==> src/cpu_pkg.sv <==
package cpu_pkg;

    localparam int XLEN   = 32;
    localparam int REGF_W = 5;

    localparam logic [XLEN-1:0] RESET_PC   = 32'h0000_0000;
    localparam logic [XLEN-1:0] EXC_VECTOR = 32'h0000_0180;

    // MIPS opcode and funct codes
    localparam logic [5:0] OP_SPECIAL = 6'h00;
    localparam logic [5:0] OP_BEQ     = 6'h04;
    localparam logic [5:0] OP_ORI     = 6'h0d;
    localparam logic [5:0] OP_LUI     = 6'h0f;
    localparam logic [5:0] OP_LW      = 6'h23;
    localparam logic [5:0] OP_SW      = 6'h2b;
    localparam logic [5:0] FN_ADDU    = 6'h21;
    localparam logic [5:0] FN_SUBU    = 6'h23;
    localparam logic [5:0] FN_OR      = 6'h25;

    typedef enum logic [3:0] {
        OPER_NOP,   // must stay zero, a flushed register reads as NOP
        OPER_ADDU,
        OPER_SUBU,
        OPER_OR,
        OPER_ORI,
        OPER_LUI,
        OPER_LW,
        OPER_SW,
        OPER_BEQ,
        OPER_RI
    } oper_e;

    typedef struct packed {
        logic [5:0]        opcode;
        logic [REGF_W-1:0] rs;
        logic [REGF_W-1:0] rt;
        logic [REGF_W-1:0] rd;
        logic [4:0]        shamt;
        logic [5:0]        funct;
    } r_fmt_t;

    typedef struct packed {
        logic [5:0]        opcode;
        logic [REGF_W-1:0] rs;
        logic [REGF_W-1:0] rt;
        logic [15:0]       imm16;
    } i_fmt_t;

    typedef union packed {
        r_fmt_t r;
        i_fmt_t i;
    } inst_u;

    typedef struct packed {
        logic            en;
        logic            we;
        logic [XLEN-1:0] addr;
        logic [XLEN-1:0] data_w;
    } bus_req_t;

    typedef struct packed {
        logic [XLEN-1:0] data_r;  // answers the previous cycle's request
        logic            stall;
    } bus_rsp_t;

    typedef struct packed {
        logic [XLEN-1:0]   pc;
        oper_e             oper;
        logic [REGF_W-1:0] rd_regf;
    } pipe_info_t;

    typedef struct packed {
        pipe_info_t      info;
        logic [XLEN-1:0] result;
        logic [XLEN-1:0] store_data;
    } ex_mm_t;

    typedef struct packed {
        logic [REGF_W-1:0] rd_regf;
        logic              we;
        logic [XLEN-1:0]   data;
    } wb_t;

    typedef struct packed {
        logic [XLEN-1:0]   pc;
        logic              we;
        logic [REGF_W-1:0] regf;
        logic [XLEN-1:0]   data;
    } debug_t;

endpackage

==> src/core_top.sv <==
`timescale 1ns/1ps

module core_top (
    input  logic              clk,
    input  logic              arst_n_i,
    output cpu_pkg::bus_req_t ibus_req_o,
    input  cpu_pkg::bus_rsp_t ibus_rsp_i,
    output cpu_pkg::bus_req_t dbus_req_o,
    input  cpu_pkg::bus_rsp_t dbus_rsp_i,
    output cpu_pkg::debug_t   debug_o
);

    logic [cpu_pkg::XLEN-1:0]   if_pc;
    logic [cpu_pkg::XLEN-1:0]   if_inst;
    logic                       id_branch;
    logic [cpu_pkg::XLEN-1:0]   id_branch_addr;
    logic [cpu_pkg::REGF_W-1:0] id_rs_regf;
    logic [cpu_pkg::REGF_W-1:0] id_rt_regf;
    logic [cpu_pkg::XLEN-1:0]   rf_rs_data;
    logic [cpu_pkg::XLEN-1:0]   rf_rt_data;
    cpu_pkg::pipe_info_t        id_info;
    logic [cpu_pkg::XLEN-1:0]   id_rs_val;
    logic [cpu_pkg::XLEN-1:0]   id_rt_val;
    logic [cpu_pkg::XLEN-1:0]   id_imm;
    cpu_pkg::ex_mm_t            ex_out;
    cpu_pkg::wb_t               fwd_ex;
    cpu_pkg::wb_t               fwd_mm;
    cpu_pkg::wb_t               wb;
    logic                       mm_except;
    logic                       mm_load;
    logic                       load_use;
    logic                       c_pc_stall;
    logic                       c_pc_flush;
    logic                       c_if_id_stall;
    logic                       c_if_id_flush;
    logic                       c_id_ex_stall;
    logic                       c_id_ex_flush;
    logic                       c_ex_mm_stall;
    logic                       c_ex_mm_flush;
    logic                       c_mm_wb_stall;

    // LW in EX or MM whose result ID needs
    assign load_use = (ex_out.info.oper == cpu_pkg::OPER_LW && fwd_ex.we &&
                       (fwd_ex.rd_regf == id_rs_regf || fwd_ex.rd_regf == id_rt_regf)) ||
                      (mm_load && fwd_mm.we &&
                       (fwd_mm.rd_regf == id_rs_regf || fwd_mm.rd_regf == id_rt_regf));

    fetch_stage fetch_ (
        .clk(clk), .arst_n_i(arst_n_i),
        .stall_i(c_pc_stall), .branch_i(id_branch), .branch_addr_i(id_branch_addr),
        .except_i(c_pc_flush), .ibus_req_o(ibus_req_o), .ibus_rsp_i(ibus_rsp_i),
        .pc_o(if_pc), .inst_o(if_inst));

    decode_stage decode_ (
        .clk(clk), .arst_n_i(arst_n_i),
        .stall_i(c_if_id_stall), .flush_i(c_if_id_flush), .pc_i(if_pc), .inst_i(if_inst),
        .rs_regf_o(id_rs_regf), .rt_regf_o(id_rt_regf),
        .rs_data_i(rf_rs_data), .rt_data_i(rf_rt_data),
        .fwd_ex_i(fwd_ex), .fwd_mm_i(fwd_mm), .fwd_wb_i(wb),
        .branch_o(id_branch), .branch_addr_o(id_branch_addr), .info_o(id_info),
        .rs_val_o(id_rs_val), .rt_val_o(id_rt_val), .imm_o(id_imm));

    reg_file regf_ (
        .clk(clk), .arst_n_i(arst_n_i),
        .rs_regf_i(id_rs_regf), .rt_regf_i(id_rt_regf),
        .rs_data_o(rf_rs_data), .rt_data_o(rf_rt_data), .wr_i(wb));

    execute_stage execute_ (
        .clk(clk), .arst_n_i(arst_n_i),
        .stall_i(c_id_ex_stall), .flush_i(c_id_ex_flush), .info_i(id_info),
        .rs_val_i(id_rs_val), .rt_val_i(id_rt_val), .imm_i(id_imm),
        .ex_o(ex_out), .fwd_o(fwd_ex));

    memory_stage memory_ (
        .clk(clk), .arst_n_i(arst_n_i),
        .stall_mm_i(c_ex_mm_stall), .flush_mm_i(c_ex_mm_flush), .stall_wb_i(c_mm_wb_stall),
        .ex_i(ex_out), .dbus_req_o(dbus_req_o), .dbus_rsp_i(dbus_rsp_i),
        .except_o(mm_except), .load_mm_o(mm_load), .fwd_mm_o(fwd_mm),
        .wb_o(wb), .debug_o(debug_o));

    hazard_unit control_ (
        .ibus_stall_i(ibus_rsp_i.stall), .dbus_stall_i(dbus_rsp_i.stall),
        .load_use_i(load_use), .branch_i(id_branch), .except_i(mm_except),
        .pc_stall_o(c_pc_stall), .pc_flush_o(c_pc_flush),
        .if_id_stall_o(c_if_id_stall), .if_id_flush_o(c_if_id_flush),
        .id_ex_stall_o(c_id_ex_stall), .id_ex_flush_o(c_id_ex_flush),
        .ex_mm_stall_o(c_ex_mm_stall), .ex_mm_flush_o(c_ex_mm_flush),
        .mm_wb_stall_o(c_mm_wb_stall), .mm_wb_flush_o());

endmodule

==> src/decode_stage.sv <==
`timescale 1ns/1ps

module decode_stage (
    input  logic                       clk,
    input  logic                       arst_n_i,
    input  logic                       stall_i,
    input  logic                       flush_i,
    input  logic [cpu_pkg::XLEN-1:0]   pc_i,
    input  logic [cpu_pkg::XLEN-1:0]   inst_i,
    output logic [cpu_pkg::REGF_W-1:0] rs_regf_o,
    output logic [cpu_pkg::REGF_W-1:0] rt_regf_o,
    input  logic [cpu_pkg::XLEN-1:0]   rs_data_i,
    input  logic [cpu_pkg::XLEN-1:0]   rt_data_i,
    input  cpu_pkg::wb_t               fwd_ex_i,
    input  cpu_pkg::wb_t               fwd_mm_i,
    input  cpu_pkg::wb_t               fwd_wb_i,
    output logic                       branch_o,
    output logic [cpu_pkg::XLEN-1:0]   branch_addr_o,
    output cpu_pkg::pipe_info_t        info_o,
    output logic [cpu_pkg::XLEN-1:0]   rs_val_o,
    output logic [cpu_pkg::XLEN-1:0]   rt_val_o,
    output logic [cpu_pkg::XLEN-1:0]   imm_o
);

    cpu_pkg::inst_u               inst;
    logic [cpu_pkg::XLEN-1:0]     pc_q;
    cpu_pkg::oper_e               oper;
    logic [cpu_pkg::REGF_W-1:0]   rd;
    logic [cpu_pkg::XLEN-1:0]     sext;

    // Youngest producer wins
    function automatic logic [cpu_pkg::XLEN-1:0] fwd_sel(
        input logic [cpu_pkg::REGF_W-1:0] regf,
        input logic [cpu_pkg::XLEN-1:0]   rf_data,
        input cpu_pkg::wb_t               ex,
        input cpu_pkg::wb_t               mm,
        input cpu_pkg::wb_t               wb
    );
        if (regf == '0)
            return rf_data;
        if (ex.we && ex.rd_regf == regf)
            return ex.data;
        if (mm.we && mm.rd_regf == regf)
            return mm.data;
        if (wb.we && wb.rd_regf == regf)
            return wb.data;
        return rf_data;
    endfunction

    always_ff @(posedge clk or negedge arst_n_i) begin
        if (!arst_n_i)
            pc_q <= cpu_pkg::RESET_PC;
        else if (flush_i)
            pc_q <= '0;
        else if (!stall_i)
            pc_q <= pc_i;
    end

    assign inst      = inst_i;
    assign rs_regf_o = inst.i.rs;
    assign rt_regf_o = inst.i.rt;

    always_comb begin
        oper = cpu_pkg::OPER_RI;
        rd   = inst.i.rt;    // I-format writes rt
        case (inst.r.opcode)
            cpu_pkg::OP_SPECIAL: begin
                rd = inst.r.rd;
                case (inst.r.funct)
                    cpu_pkg::FN_ADDU: oper = cpu_pkg::OPER_ADDU;
                    cpu_pkg::FN_SUBU: oper = cpu_pkg::OPER_SUBU;
                    cpu_pkg::FN_OR:   oper = cpu_pkg::OPER_OR;
                    default:          oper = cpu_pkg::OPER_RI;
                endcase
            end
            cpu_pkg::OP_ORI: oper = cpu_pkg::OPER_ORI;
            cpu_pkg::OP_LUI: oper = cpu_pkg::OPER_LUI;
            cpu_pkg::OP_LW:  oper = cpu_pkg::OPER_LW;
            cpu_pkg::OP_SW:  oper = cpu_pkg::OPER_SW;
            cpu_pkg::OP_BEQ: oper = cpu_pkg::OPER_BEQ;
            default:         oper = cpu_pkg::OPER_RI;
        endcase
        if (inst == '0)
            oper = cpu_pkg::OPER_NOP;  // bubble or sll $0
        if (oper == cpu_pkg::OPER_NOP || oper == cpu_pkg::OPER_SW ||
            oper == cpu_pkg::OPER_BEQ || oper == cpu_pkg::OPER_RI)
            rd = '0;
    end

    assign sext = {{16{inst.i.imm16[15]}}, inst.i.imm16};

    always_comb begin
        case (oper)
            cpu_pkg::OPER_ORI: imm_o = {16'h0000, inst.i.imm16};
            cpu_pkg::OPER_LUI: imm_o = {inst.i.imm16, 16'h0000};
            default:           imm_o = sext;
        endcase
    end

    assign rs_val_o = fwd_sel(rs_regf_o, rs_data_i, fwd_ex_i, fwd_mm_i, fwd_wb_i);
    assign rt_val_o = fwd_sel(rt_regf_o, rt_data_i, fwd_ex_i, fwd_mm_i, fwd_wb_i);

    // No delay slot, so the fall-through word is flushed on a taken branch
    assign branch_o      = (oper == cpu_pkg::OPER_BEQ) && (rs_val_o == rt_val_o);
    assign branch_addr_o = pc_q + 32'd4 + {sext[cpu_pkg::XLEN-3:0], 2'b00};

    assign info_o = '{pc: pc_q, oper: oper, rd_regf: rd};

endmodule

==> src/execute_stage.sv <==
`timescale 1ns/1ps

module execute_stage (
    input  logic                     clk,
    input  logic                     arst_n_i,
    input  logic                     stall_i,
    input  logic                     flush_i,
    input  cpu_pkg::pipe_info_t      info_i,
    input  logic [cpu_pkg::XLEN-1:0] rs_val_i,
    input  logic [cpu_pkg::XLEN-1:0] rt_val_i,
    input  logic [cpu_pkg::XLEN-1:0] imm_i,
    output cpu_pkg::ex_mm_t          ex_o,
    output cpu_pkg::wb_t             fwd_o
);

    cpu_pkg::pipe_info_t      info_q;
    logic [cpu_pkg::XLEN-1:0] rs_q;
    logic [cpu_pkg::XLEN-1:0] rt_q;
    logic [cpu_pkg::XLEN-1:0] imm_q;
    logic [cpu_pkg::XLEN-1:0] result;

    always_ff @(posedge clk or negedge arst_n_i) begin
        if (!arst_n_i)
            info_q <= '0;
        else if (flush_i)
            info_q <= '0;   // bubble
        else if (!stall_i)
            info_q <= info_i;
    end

    always_ff @(posedge clk) begin
        if (!stall_i) begin
            rs_q  <= rs_val_i;
            rt_q  <= rt_val_i;
            imm_q <= imm_i;
        end
    end

    always_comb begin
        case (info_q.oper)
            cpu_pkg::OPER_ADDU: result = rs_q + rt_q;
            cpu_pkg::OPER_SUBU: result = rs_q - rt_q;
            cpu_pkg::OPER_OR:   result = rs_q | rt_q;
            cpu_pkg::OPER_ORI:  result = rs_q | imm_q;
            cpu_pkg::OPER_LUI:  result = imm_q;
            cpu_pkg::OPER_LW,
            cpu_pkg::OPER_SW:   result = rs_q + imm_q; // effective address
            default:            result = '0;
        endcase
    end

    assign ex_o  = '{info: info_q, result: result, store_data: rt_q};
    assign fwd_o = '{rd_regf: info_q.rd_regf, we: (info_q.rd_regf != '0), data: result};

endmodule

==> src/fetch_stage.sv <==
`timescale 1ns/1ps

module fetch_stage (
    input  logic                     clk,
    input  logic                     arst_n_i,
    input  logic                     stall_i,
    input  logic                     branch_i,
    input  logic [cpu_pkg::XLEN-1:0] branch_addr_i,
    input  logic                     except_i,
    output cpu_pkg::bus_req_t        ibus_req_o,
    input  cpu_pkg::bus_rsp_t        ibus_rsp_i,
    output logic [cpu_pkg::XLEN-1:0] pc_o,
    output logic [cpu_pkg::XLEN-1:0] inst_o
);

    logic                     run_q;
    logic [cpu_pkg::XLEN-1:0] pc_q;
    logic                     stall_d;
    logic                     flush_d;
    logic [cpu_pkg::XLEN-1:0] inst_save;

    always_ff @(posedge clk or negedge arst_n_i) begin
        if (!arst_n_i) begin
            run_q   <= 1'b0;
            pc_q    <= cpu_pkg::RESET_PC;
            stall_d <= 1'b0;
            flush_d <= 1'b1;
        end else begin
            run_q   <= 1'b1;
            stall_d <= stall_i;
            flush_d <= ~run_q | except_i | (~stall_i & branch_i); // drop the word in flight
            if (except_i)
                pc_q <= cpu_pkg::EXC_VECTOR;
            else if (run_q && !stall_i)
                pc_q <= branch_i ? branch_addr_i : pc_q + 32'd4;
        end
    end

    // Word seen by ID while IF/ID is frozen
    always_ff @(posedge clk) begin
        inst_save <= inst_o;
    end

    assign inst_o = flush_d ? '0 : stall_d ? inst_save : ibus_rsp_i.data_r;
    assign pc_o   = pc_q;

    assign ibus_req_o = '{en: run_q, we: 1'b0, addr: pc_q, data_w: '0};

endmodule

==> src/hazard_unit.sv <==
`timescale 1ns/1ps

module hazard_unit (
    input  logic ibus_stall_i,
    input  logic dbus_stall_i,
    input  logic load_use_i,
    input  logic branch_i,
    input  logic except_i,
    output logic pc_stall_o,
    output logic pc_flush_o,
    output logic if_id_stall_o,
    output logic if_id_flush_o,
    output logic id_ex_stall_o,
    output logic id_ex_flush_o,
    output logic ex_mm_stall_o,
    output logic ex_mm_flush_o,
    output logic mm_wb_stall_o,
    output logic mm_wb_flush_o
);

    logic bus_stall;

    assign bus_stall = ibus_stall_i | dbus_stall_i;   // freezes everything

    // Exception beats load-use, which beats branch
    assign pc_stall_o    = bus_stall | (load_use_i & ~except_i);
    assign pc_flush_o    = ~bus_stall & except_i;
    assign if_id_stall_o = pc_stall_o;
    assign if_id_flush_o = ~bus_stall & (except_i | (branch_i & ~load_use_i));
    assign id_ex_stall_o = bus_stall;
    assign id_ex_flush_o = ~bus_stall & (except_i | load_use_i);
    assign ex_mm_stall_o = bus_stall;
    assign ex_mm_flush_o = ~bus_stall & except_i;
    assign mm_wb_stall_o = bus_stall;
    assign mm_wb_flush_o = 1'b0;   // faulting write is dropped inside MM

endmodule

==> src/memory_stage.sv <==
`timescale 1ns/1ps

module memory_stage (
    input  logic              clk,
    input  logic              arst_n_i,
    input  logic              stall_mm_i,
    input  logic              flush_mm_i,
    input  logic              stall_wb_i,
    input  cpu_pkg::ex_mm_t   ex_i,
    output cpu_pkg::bus_req_t dbus_req_o,
    input  cpu_pkg::bus_rsp_t dbus_rsp_i,
    output logic              except_o,
    output logic              load_mm_o,
    output cpu_pkg::wb_t      fwd_mm_o,
    output cpu_pkg::wb_t      wb_o,
    output cpu_pkg::debug_t   debug_o
);

    cpu_pkg::pipe_info_t      mm_info;
    logic [cpu_pkg::XLEN-1:0] mm_result;
    logic [cpu_pkg::XLEN-1:0] mm_store;
    logic                     is_mem;
    logic                     fault;
    cpu_pkg::pipe_info_t      wb_info;
    logic                     wb_we;
    logic [cpu_pkg::XLEN-1:0] wb_result;
    logic                     stall_d;
    logic [cpu_pkg::XLEN-1:0] ld_save;
    logic [cpu_pkg::XLEN-1:0] ld_data;

    always_ff @(posedge clk or negedge arst_n_i) begin
        if (!arst_n_i)
            mm_info <= '0;
        else if (flush_mm_i)
            mm_info <= '0;
        else if (!stall_mm_i)
            mm_info <= ex_i.info;
    end

    always_ff @(posedge clk) begin
        if (!stall_mm_i) begin
            mm_result <= ex_i.result;
            mm_store  <= ex_i.store_data;
        end
    end

    assign is_mem   = (mm_info.oper == cpu_pkg::OPER_LW) || (mm_info.oper == cpu_pkg::OPER_SW);
    assign fault    = (mm_info.oper == cpu_pkg::OPER_RI) || (is_mem && mm_result[1:0] != 2'b00);
    assign except_o = fault;

    // Faulting access never reaches the bus
    assign dbus_req_o = '{en:     is_mem & ~fault,
                          we:     mm_info.oper == cpu_pkg::OPER_SW,
                          addr:   mm_result,
                          data_w: mm_store};

    assign load_mm_o = (mm_info.oper == cpu_pkg::OPER_LW);
    assign fwd_mm_o  = '{rd_regf: mm_info.rd_regf, we: (mm_info.rd_regf != '0), data: mm_result};

    always_ff @(posedge clk or negedge arst_n_i) begin
        if (!arst_n_i) begin
            wb_info <= '0;
            wb_we   <= 1'b0;
            stall_d <= 1'b0;
        end else begin
            stall_d <= stall_wb_i;
            if (!stall_wb_i) begin
                wb_info <= mm_info;
                wb_we   <= (mm_info.rd_regf != '0) && !fault;
            end
        end
    end

    always_ff @(posedge clk) begin
        if (!stall_wb_i)
            wb_result <= mm_result;
        ld_save <= ld_data;
    end

    // Load data arrived before the freeze is replayed from the held copy
    assign ld_data = stall_d ? ld_save : dbus_rsp_i.data_r;

    assign wb_o = '{rd_regf: wb_info.rd_regf,
                    we:      wb_we,
                    data:    (wb_info.oper == cpu_pkg::OPER_LW) ? ld_data : wb_result};

    assign debug_o = '{pc:   wb_info.pc,
                       we:   wb_we & ~stall_d,   // once per retirement
                       regf: wb_info.rd_regf,
                       data: wb_o.data};

endmodule

==> src/reg_file.sv <==
`timescale 1ns/1ps

module reg_file (
    input  logic                       clk,
    input  logic                       arst_n_i,
    input  logic [cpu_pkg::REGF_W-1:0] rs_regf_i,
    input  logic [cpu_pkg::REGF_W-1:0] rt_regf_i,
    output logic [cpu_pkg::XLEN-1:0]   rs_data_o,
    output logic [cpu_pkg::XLEN-1:0]   rt_data_o,
    input  cpu_pkg::wb_t               wr_i
);

    logic [cpu_pkg::XLEN-1:0] regs [32];

    always_ff @(posedge clk or negedge arst_n_i) begin
        if (!arst_n_i)
            regs <= '{default: '0};
        else if (wr_i.we && wr_i.rd_regf != '0)
            regs[wr_i.rd_regf] <= wr_i.data;
    end

    // Write-before-read bypass
    assign rs_data_o = (rs_regf_i == '0) ? '0 :
                       (wr_i.we && wr_i.rd_regf == rs_regf_i) ? wr_i.data : regs[rs_regf_i];
    assign rt_data_o = (rt_regf_i == '0) ? '0 :
                       (wr_i.we && wr_i.rd_regf == rt_regf_i) ? wr_i.data : regs[rt_regf_i];

endmodule

==> config.mk <==
export PLATFORM = sky130hd
export DESIGN_NAME = core_top
export DESIGN_NICKNAME = d
export VERILOG_FILES = /design/src/cpu_pkg.sv /design/src/core_top.sv /design/src/decode_stage.sv /design/src/execute_stage.sv /design/src/fetch_stage.sv /design/src/hazard_unit.sv /design/src/memory_stage.sv /design/src/reg_file.sv
export SDC_FILE = /design/constraint.sdc
export NUM_CORES = 2
export LEC_CHECK = 0
export BUFFER_PORTS_ARGS = -buffer_cell sky130_fd_sc_hd__buf_2
export CORE_MARGIN = 3
export CORE_UTILIZATION = 37
export DETAILED_ROUTE_END_ITERATION = 12
export PLACE_DENSITY = 0.56
export SYNTH_ARGS = -nofsm -noshare
export SYNTH_HDL_FRONTEND = slang
export SYNTH_SLANG_ARGS = --single-unit
==> constraint.sdc <==
create_clock -name clk -period 6.6 [get_ports clk]
set_input_delay 0.66 -clock clk [delete_from_list [all_inputs] [get_ports clk]]
set_output_delay 0.66 -clock clk [all_outputs]
set_load 0.02 [all_outputs]
==> key figures <==
Clock network
  – CTS clk-pin slew, worst paths: ~0.06 ns
  – CTS tree: done
  – H-Tree Level Count: 4
  – Clock sink count: 1,472
  – Clock latency of the later-clocked register in the worst-skew pair: 0.88 ns
  – Clock Tree Buf Depth: 3
  – CTS Root Cell: sky130_fd_sc_hd__clkbuf_16
  – CTS Buf Count: 167

Synth
  – Cell Area, Synth: approximately 0.081 sq mm
  – Post-synth EDFFs: approximately 190
  – Post-synth top area share: ~38%
  – Top cells by area, synth: sky130_fd_sc_hd__dfrtp_1 38%, sky130_fd_sc_hd__nand2_1 9.4%, sky130_fd_sc_hd__o21ai_0 7.9%
  – Unique masters post-synth: around 110
  – Synth area leader: sky130_fd_sc_hd__dfrtp_1
  – Predominant post-synthesis flop cell: sky130_fd_sc_hd__dfrtp_1
  – Share of synthesized area occupied by flip-flops and latches: between 40 and 50%
  – Register bit total from synthesis: between 1,000 and 1,500
  – Avg Inst Size Synth: roughly 9 sq um
  – Synthesized instance count: approximately 8,700
  – Share of async-settable or async-resettable flops after synthesis: around 83%
  – Warnings, synthesis: 0

Floorplan
  – Floorplan row count: 170
  – Ports placed on the boundary: 270
  – Floorplan die area: 0.2235 sq mm
  – Initial Util: approximately 37%
  – Die W: 472.8 um
  – Vert. Die Dim: roughly 470 um
  – Std-Cell Core Area: about 0.22 sq mm

Route
  – Drt via density: between 6 and 7
  – Via count of the routed design: 74,870
  – Routed length per instance: about 32 um
  – Drt initial violations: about 11,000
  – Routed Antenna Nets: 0
  – Wire length reported by the detailed router: 382,500 um
  – DRC violations left: 0
  – Detailed-routing iteration count for the pre-antenna-repair pass: 8

Global route
  – GRT Total Usage: 33.45%
  – Gr ovfl total: 0
  – Largest net degree at the start of global routing: 172
  – Vias in the first global route: ~70,000
  – Wire length of the first global-routing pass: approximately 540,000 um
  – Initial antenna violation count: 45

Worst setup path
  – Stage delay of the slowest cell on the critical path: between 1 and 1.5 ns
  – Crit Path Class: reg -> reg
  – Series of cell instances along the critical path: buf_4, mux2_2, nand2_2, inv_2, nand2_1, o22ai_1, o21ai_0, o211ai_1, o211ai_1, xnor2_1, nand3_1, or4b_1, nor4_1, nand3_1, buf_6, nor2_4, buf_6, buf_6, clkbuf_16, o41ai_1, a211o_1
  – Buffers plus inverters on the worst setup path: 6
  – Category of the worst setup path capture point: register
  – Critical path required time: ~7.3 ns
  – Most frequent cell on the critical path: sky130_fd_sc_hd__buf_6
  – Cell type of the slowest stage on the worst timing path: sky130_fd_sc_hd__o21ai_0
  – Setup crit start: fetch_.stall_d
  – CP Data Arrival Time: roughly 8 ns
  – Reg-to-Reg Start: fetch_.stall_d
  – Category of cells accounting for the largest share of critical-path delay: compound AO/OA/AOI/OAI gates
  – Type of element launching the critical path: register
  – Maximum fanout count along the critical path: 21

Final layout
  – Net count of the finished layout: roughly 9,100
  – Post-route cell area: about 0.094 sq mm
  – FF/Latch Area: between 0.03 and 0.04 sq mm
  – End-of-flow core utilization: between 40% and 50%
  – Post-route insts no fill: around 12,000
  – Relative area change from synthesis to final layout: 16.11%
  – Fill count: 20,900
  – Share of post-route cells with drive strength above 1: about 18%
  – Multi-input logic area: between 0.03 and 0.04 sq mm

Timing
  – Achievable clock frequency: ~140 MHz
  – Count of final hold-check violations: 0
  – Share of the cycle needed by the critical path after routing: 108.8%
  – Final count of pins violating max slew: 2
  – Worst hold slack: approximately 0.044 ns
  – Final setup violation count: 65
  – Measured slew at the worst slew-check pin: 1.577 ns
  – Headroom to the max-slew limit: -5.614%
  – Post-route minimum period: slightly above 7 ns
  – Worst path setup slack after routing: -0.5783 ns
  – RSZ-0062 raised after global routing: yes
  – Maximum clock skew at final layout: around 0.069 ns

Place
  – Gpl congestion: just over 1
  – Number of buffers added on ports: 236
  – HPWL reported at the end of detailed placement: 261,500 um
  – Instance area at placement: between 0.08 and 0.09 sq mm
  – Total instance count after detailed placement: between 10,000 and 15,000

Power
  – P per Cell Area: between 200 and 300 mW/mm^2
  – Maximum resistive drop on vdd: ~0.28 mV
  – Leakage Power: around 0.042 uW

Run status
  – Failing checks: capacitance limit, slew limit, setup timing
  – Outcome: finished with violations

Min path
  – Hold_sp: dbus_rsp_i[7]
  – Kind of path behind the tightest hold check: in -> reg

Run
  – Max-capacitance violation count: 1
where the power goes:
| part | switching, uW | internal (uW) | leakage [uW] | total, uW |
|---|---|---|---|---|
| Clock | 4160 | 5860 | 0.00287 | 10000 |
| Combinational | 2850 | 1310 | 0.0255 | 4170 |
| Sequential | 220 | 9400 | 0.0141 | 9620 |
| Total | 7240 | 16600 | 0.0424 | 23800 |
metal layers:
| layer | routed length, um | track usage [%] |
|---|---|---|
| met3 | 47880 | 10.30 |
| met1 | 151200 | 45.10 |
| met2 | 157000 | 47.25 |
| met4 | 26390 | 19.41 |
| met5 | 91 | 0 |
synthesized netlist by cell type, types with 20 or more instances:
library cell and count:
sky130_fd_sc_hd__buf_4 143, sky130_fd_sc_hd__a32oi_1 29, sky130_fd_sc_hd__mux2_2 37, sky130_fd_sc_hd__nor4_1 35
sky130_fd_sc_hd__buf_1 38, sky130_fd_sc_hd__inv_1 153, sky130_fd_sc_hd__a22o_1 86, sky130_fd_sc_hd__ha_1 98
sky130_fd_sc_hd__a211o_1 31, sky130_fd_sc_hd__xnor2_1 51, sky130_fd_sc_hd__xor2_1 20, sky130_fd_sc_hd__a311oi_1 41
sky130_fd_sc_hd__a22oi_1 63, sky130_fd_sc_hd__or2_2 26, sky130_fd_sc_hd__clkbuf_1 516, sky130_fd_sc_hd__nor3_1 90
sky130_fd_sc_hd__a221oi_1 32, sky130_fd_sc_hd__o22ai_1 69, sky130_fd_sc_hd__o211ai_1 38, sky130_fd_sc_hd__a31oi_1 53
sky130_fd_sc_hd__a221o_1 33, sky130_fd_sc_hd__buf_2 132, sky130_fd_sc_hd__mux2i_1 341, sky130_fd_sc_hd__dfxtp_1 64
sky130_fd_sc_hd__nand3_1 386, sky130_fd_sc_hd__edfxtp_1 192, sky130_fd_sc_hd__a21oi_1 247, sky130_fd_sc_hd__o221ai_1 26
sky130_fd_sc_hd__a21o_1 45, sky130_fd_sc_hd__a211oi_1 44, sky130_fd_sc_hd__or3_1 58, sky130_fd_sc_hd__dfrtp_1 1215
sky130_fd_sc_hd__nor2_1 240, sky130_fd_sc_hd__o21ai_0 1270, sky130_fd_sc_hd__and3_1 57, sky130_fd_sc_hd__nand4_1 55
sky130_fd_sc_hd__mux4_2 219, sky130_fd_sc_hd__o21a_1 25, sky130_fd_sc_hd__nor2b_1 22, sky130_fd_sc_hd__nand2_1 2022
worst register-to-register path, cell delays in order, from the launching register on:
cell and delay [ns]:
sky130_fd_sc_hd__dfrtp_4 0.53, sky130_fd_sc_hd__buf_4 0.37, sky130_fd_sc_hd__mux2_2 0.43, sky130_fd_sc_hd__nand2_2 0.38
sky130_fd_sc_hd__inv_2 0.16, sky130_fd_sc_hd__nand2_1 0.66, sky130_fd_sc_hd__o22ai_1 0.20, sky130_fd_sc_hd__o21ai_0 1.09
sky130_fd_sc_hd__o211ai_1 0.48, sky130_fd_sc_hd__o211ai_1 0.35, sky130_fd_sc_hd__xnor2_1 0.21, sky130_fd_sc_hd__nand3_1 0.10
sky130_fd_sc_hd__or4b_1 0.48, sky130_fd_sc_hd__nor4_1 0.41, sky130_fd_sc_hd__nand3_1 0.16, sky130_fd_sc_hd__buf_6 0.18
sky130_fd_sc_hd__nor2_4 0.14, sky130_fd_sc_hd__buf_6 0.14, sky130_fd_sc_hd__buf_6 0.10, sky130_fd_sc_hd__clkbuf_16 0.14
sky130_fd_sc_hd__o41ai_1 0.08, sky130_fd_sc_hd__a211o_1 0.25
per-stage QoR:
step                total power (uW)  setup TNS [ns]  setup slack [ns]
global placement               13660          -38.66           -0.6368
floorplan                      11640          -2.060           -0.1432
CTS                            23670          -26.57           -0.4798
detailed placement             13670          -40.80           -0.6700
global route                   24400          -41.55           -0.7267
finish                         23810          -29.48           -0.5783
placed cells by master (no fill, tap or decap), types with 69 or more instances in the layout:
cell type / Yosys / layout
sky130_fd_sc_hd__mux4_2: 219 / 219
sky130_fd_sc_hd__a22o_1: 86 / 86
sky130_fd_sc_hd__dfrtp_1: 1215 / 1213
sky130_fd_sc_hd__inv_1: 153 / 148
sky130_fd_sc_hd__ha_1: 98 / 93
sky130_fd_sc_hd__buf_2: 132 / 235
sky130_fd_sc_hd__a21oi_1: 247 / 235
sky130_fd_sc_hd__buf_4: 143 / 539
sky130_fd_sc_hd__clkbuf_16: 0 / 179
sky130_fd_sc_hd__nand2_1: 2022 / 1983
sky130_fd_sc_hd__nor2_1: 240 / 232
sky130_fd_sc_hd__o22ai_1: 69 / 69
sky130_fd_sc_hd__nor3_1: 90 / 78
sky130_fd_sc_hd__nand3_1: 386 / 378
sky130_fd_sc_hd__edfxtp_1: 192 / 192
sky130_fd_sc_hd__o21ai_0: 1270 / 1247
sky130_fd_sc_hd__mux2i_1: 341 / 332
layout make-up:
| class | instances | share of cell area, % |
|---|---|---|
| antenna | 21 | 0.05614 |
| clock buffer | 235 | 5.225 |
| clock inverter | 68 | 1.001 |
| inverter | 163 | 0.7151 |
| multi-input combinational | 6268 | 42.51 |
| sequential | 1472 | 40.04 |
| tap | 2838 | 3.793 |
| timing repair buffer | 830 | 6.652 |
sequential cells by signal, indices dropped and copies added, names as in the netlist, 36 cells and up:
| register | count |
|---|---|
| memory_.mm_info | 36 |
| regf_.regs | 1024 |
| execute_.ex_o | 41 |
| memory_.debug_o | 37 |
kinds of logic (layout without fill, tap and decap cells):
| group | Yosys count | count (layout) | synth area share [%] |
|---|---|---|---|
| DFF | 1472 | 1472 | 46.49 |
| xor gates and xnor gates | 73 | 73 | 0.8117 |
| muxes | 603 | 603 | 10.98 |
| buffers and inverters | 1006 | 1296 | 5.694 |
| AOI/OAI and AO/OA | 2340 | 2340 | 17.72 |
| other | 2 | 55 | 0.009315 |
| adders and majority gates | 100 | 100 | 1.571 |
| and+or+nand+nor | 3118 | 3118 | 16.73 |
worst paths after layout:
| path | slack (ns) | depth (start not counted) | endpoint |
|---|---|---|---|
| min in group asynchronous | 0.38 | 2 | regf_.regs[449] |
| setup / recovery | -0.58 | 21 | fetch_.pc_o[10] |
| setup reg to reg | -0.58 | 21 | fetch_.pc_o[10] |
| hold / removal | 0.04 | 3 | memory_.ld_save[6] |
| hold reg to reg | 0.39 | 0 | regf_.regs[1004] |
| max in group asynchronous | 4.36 | 4 | regf_.regs[539] |
timing repair:
| item | CTS | global route |
|---|---|---|
| endpoints found under the setup margin | 65 | 65 |
| gates resized for setup | 34 | 81 |
| cloned | 3 | 7 |
| hold buffers | 2 | 0 |
| endpoints found under the hold margin | 89 | 0 |
| pin swaps | 7 | 33 |
| setup buffers | 6 | 19 |
(Power assumes the default switching activity.)
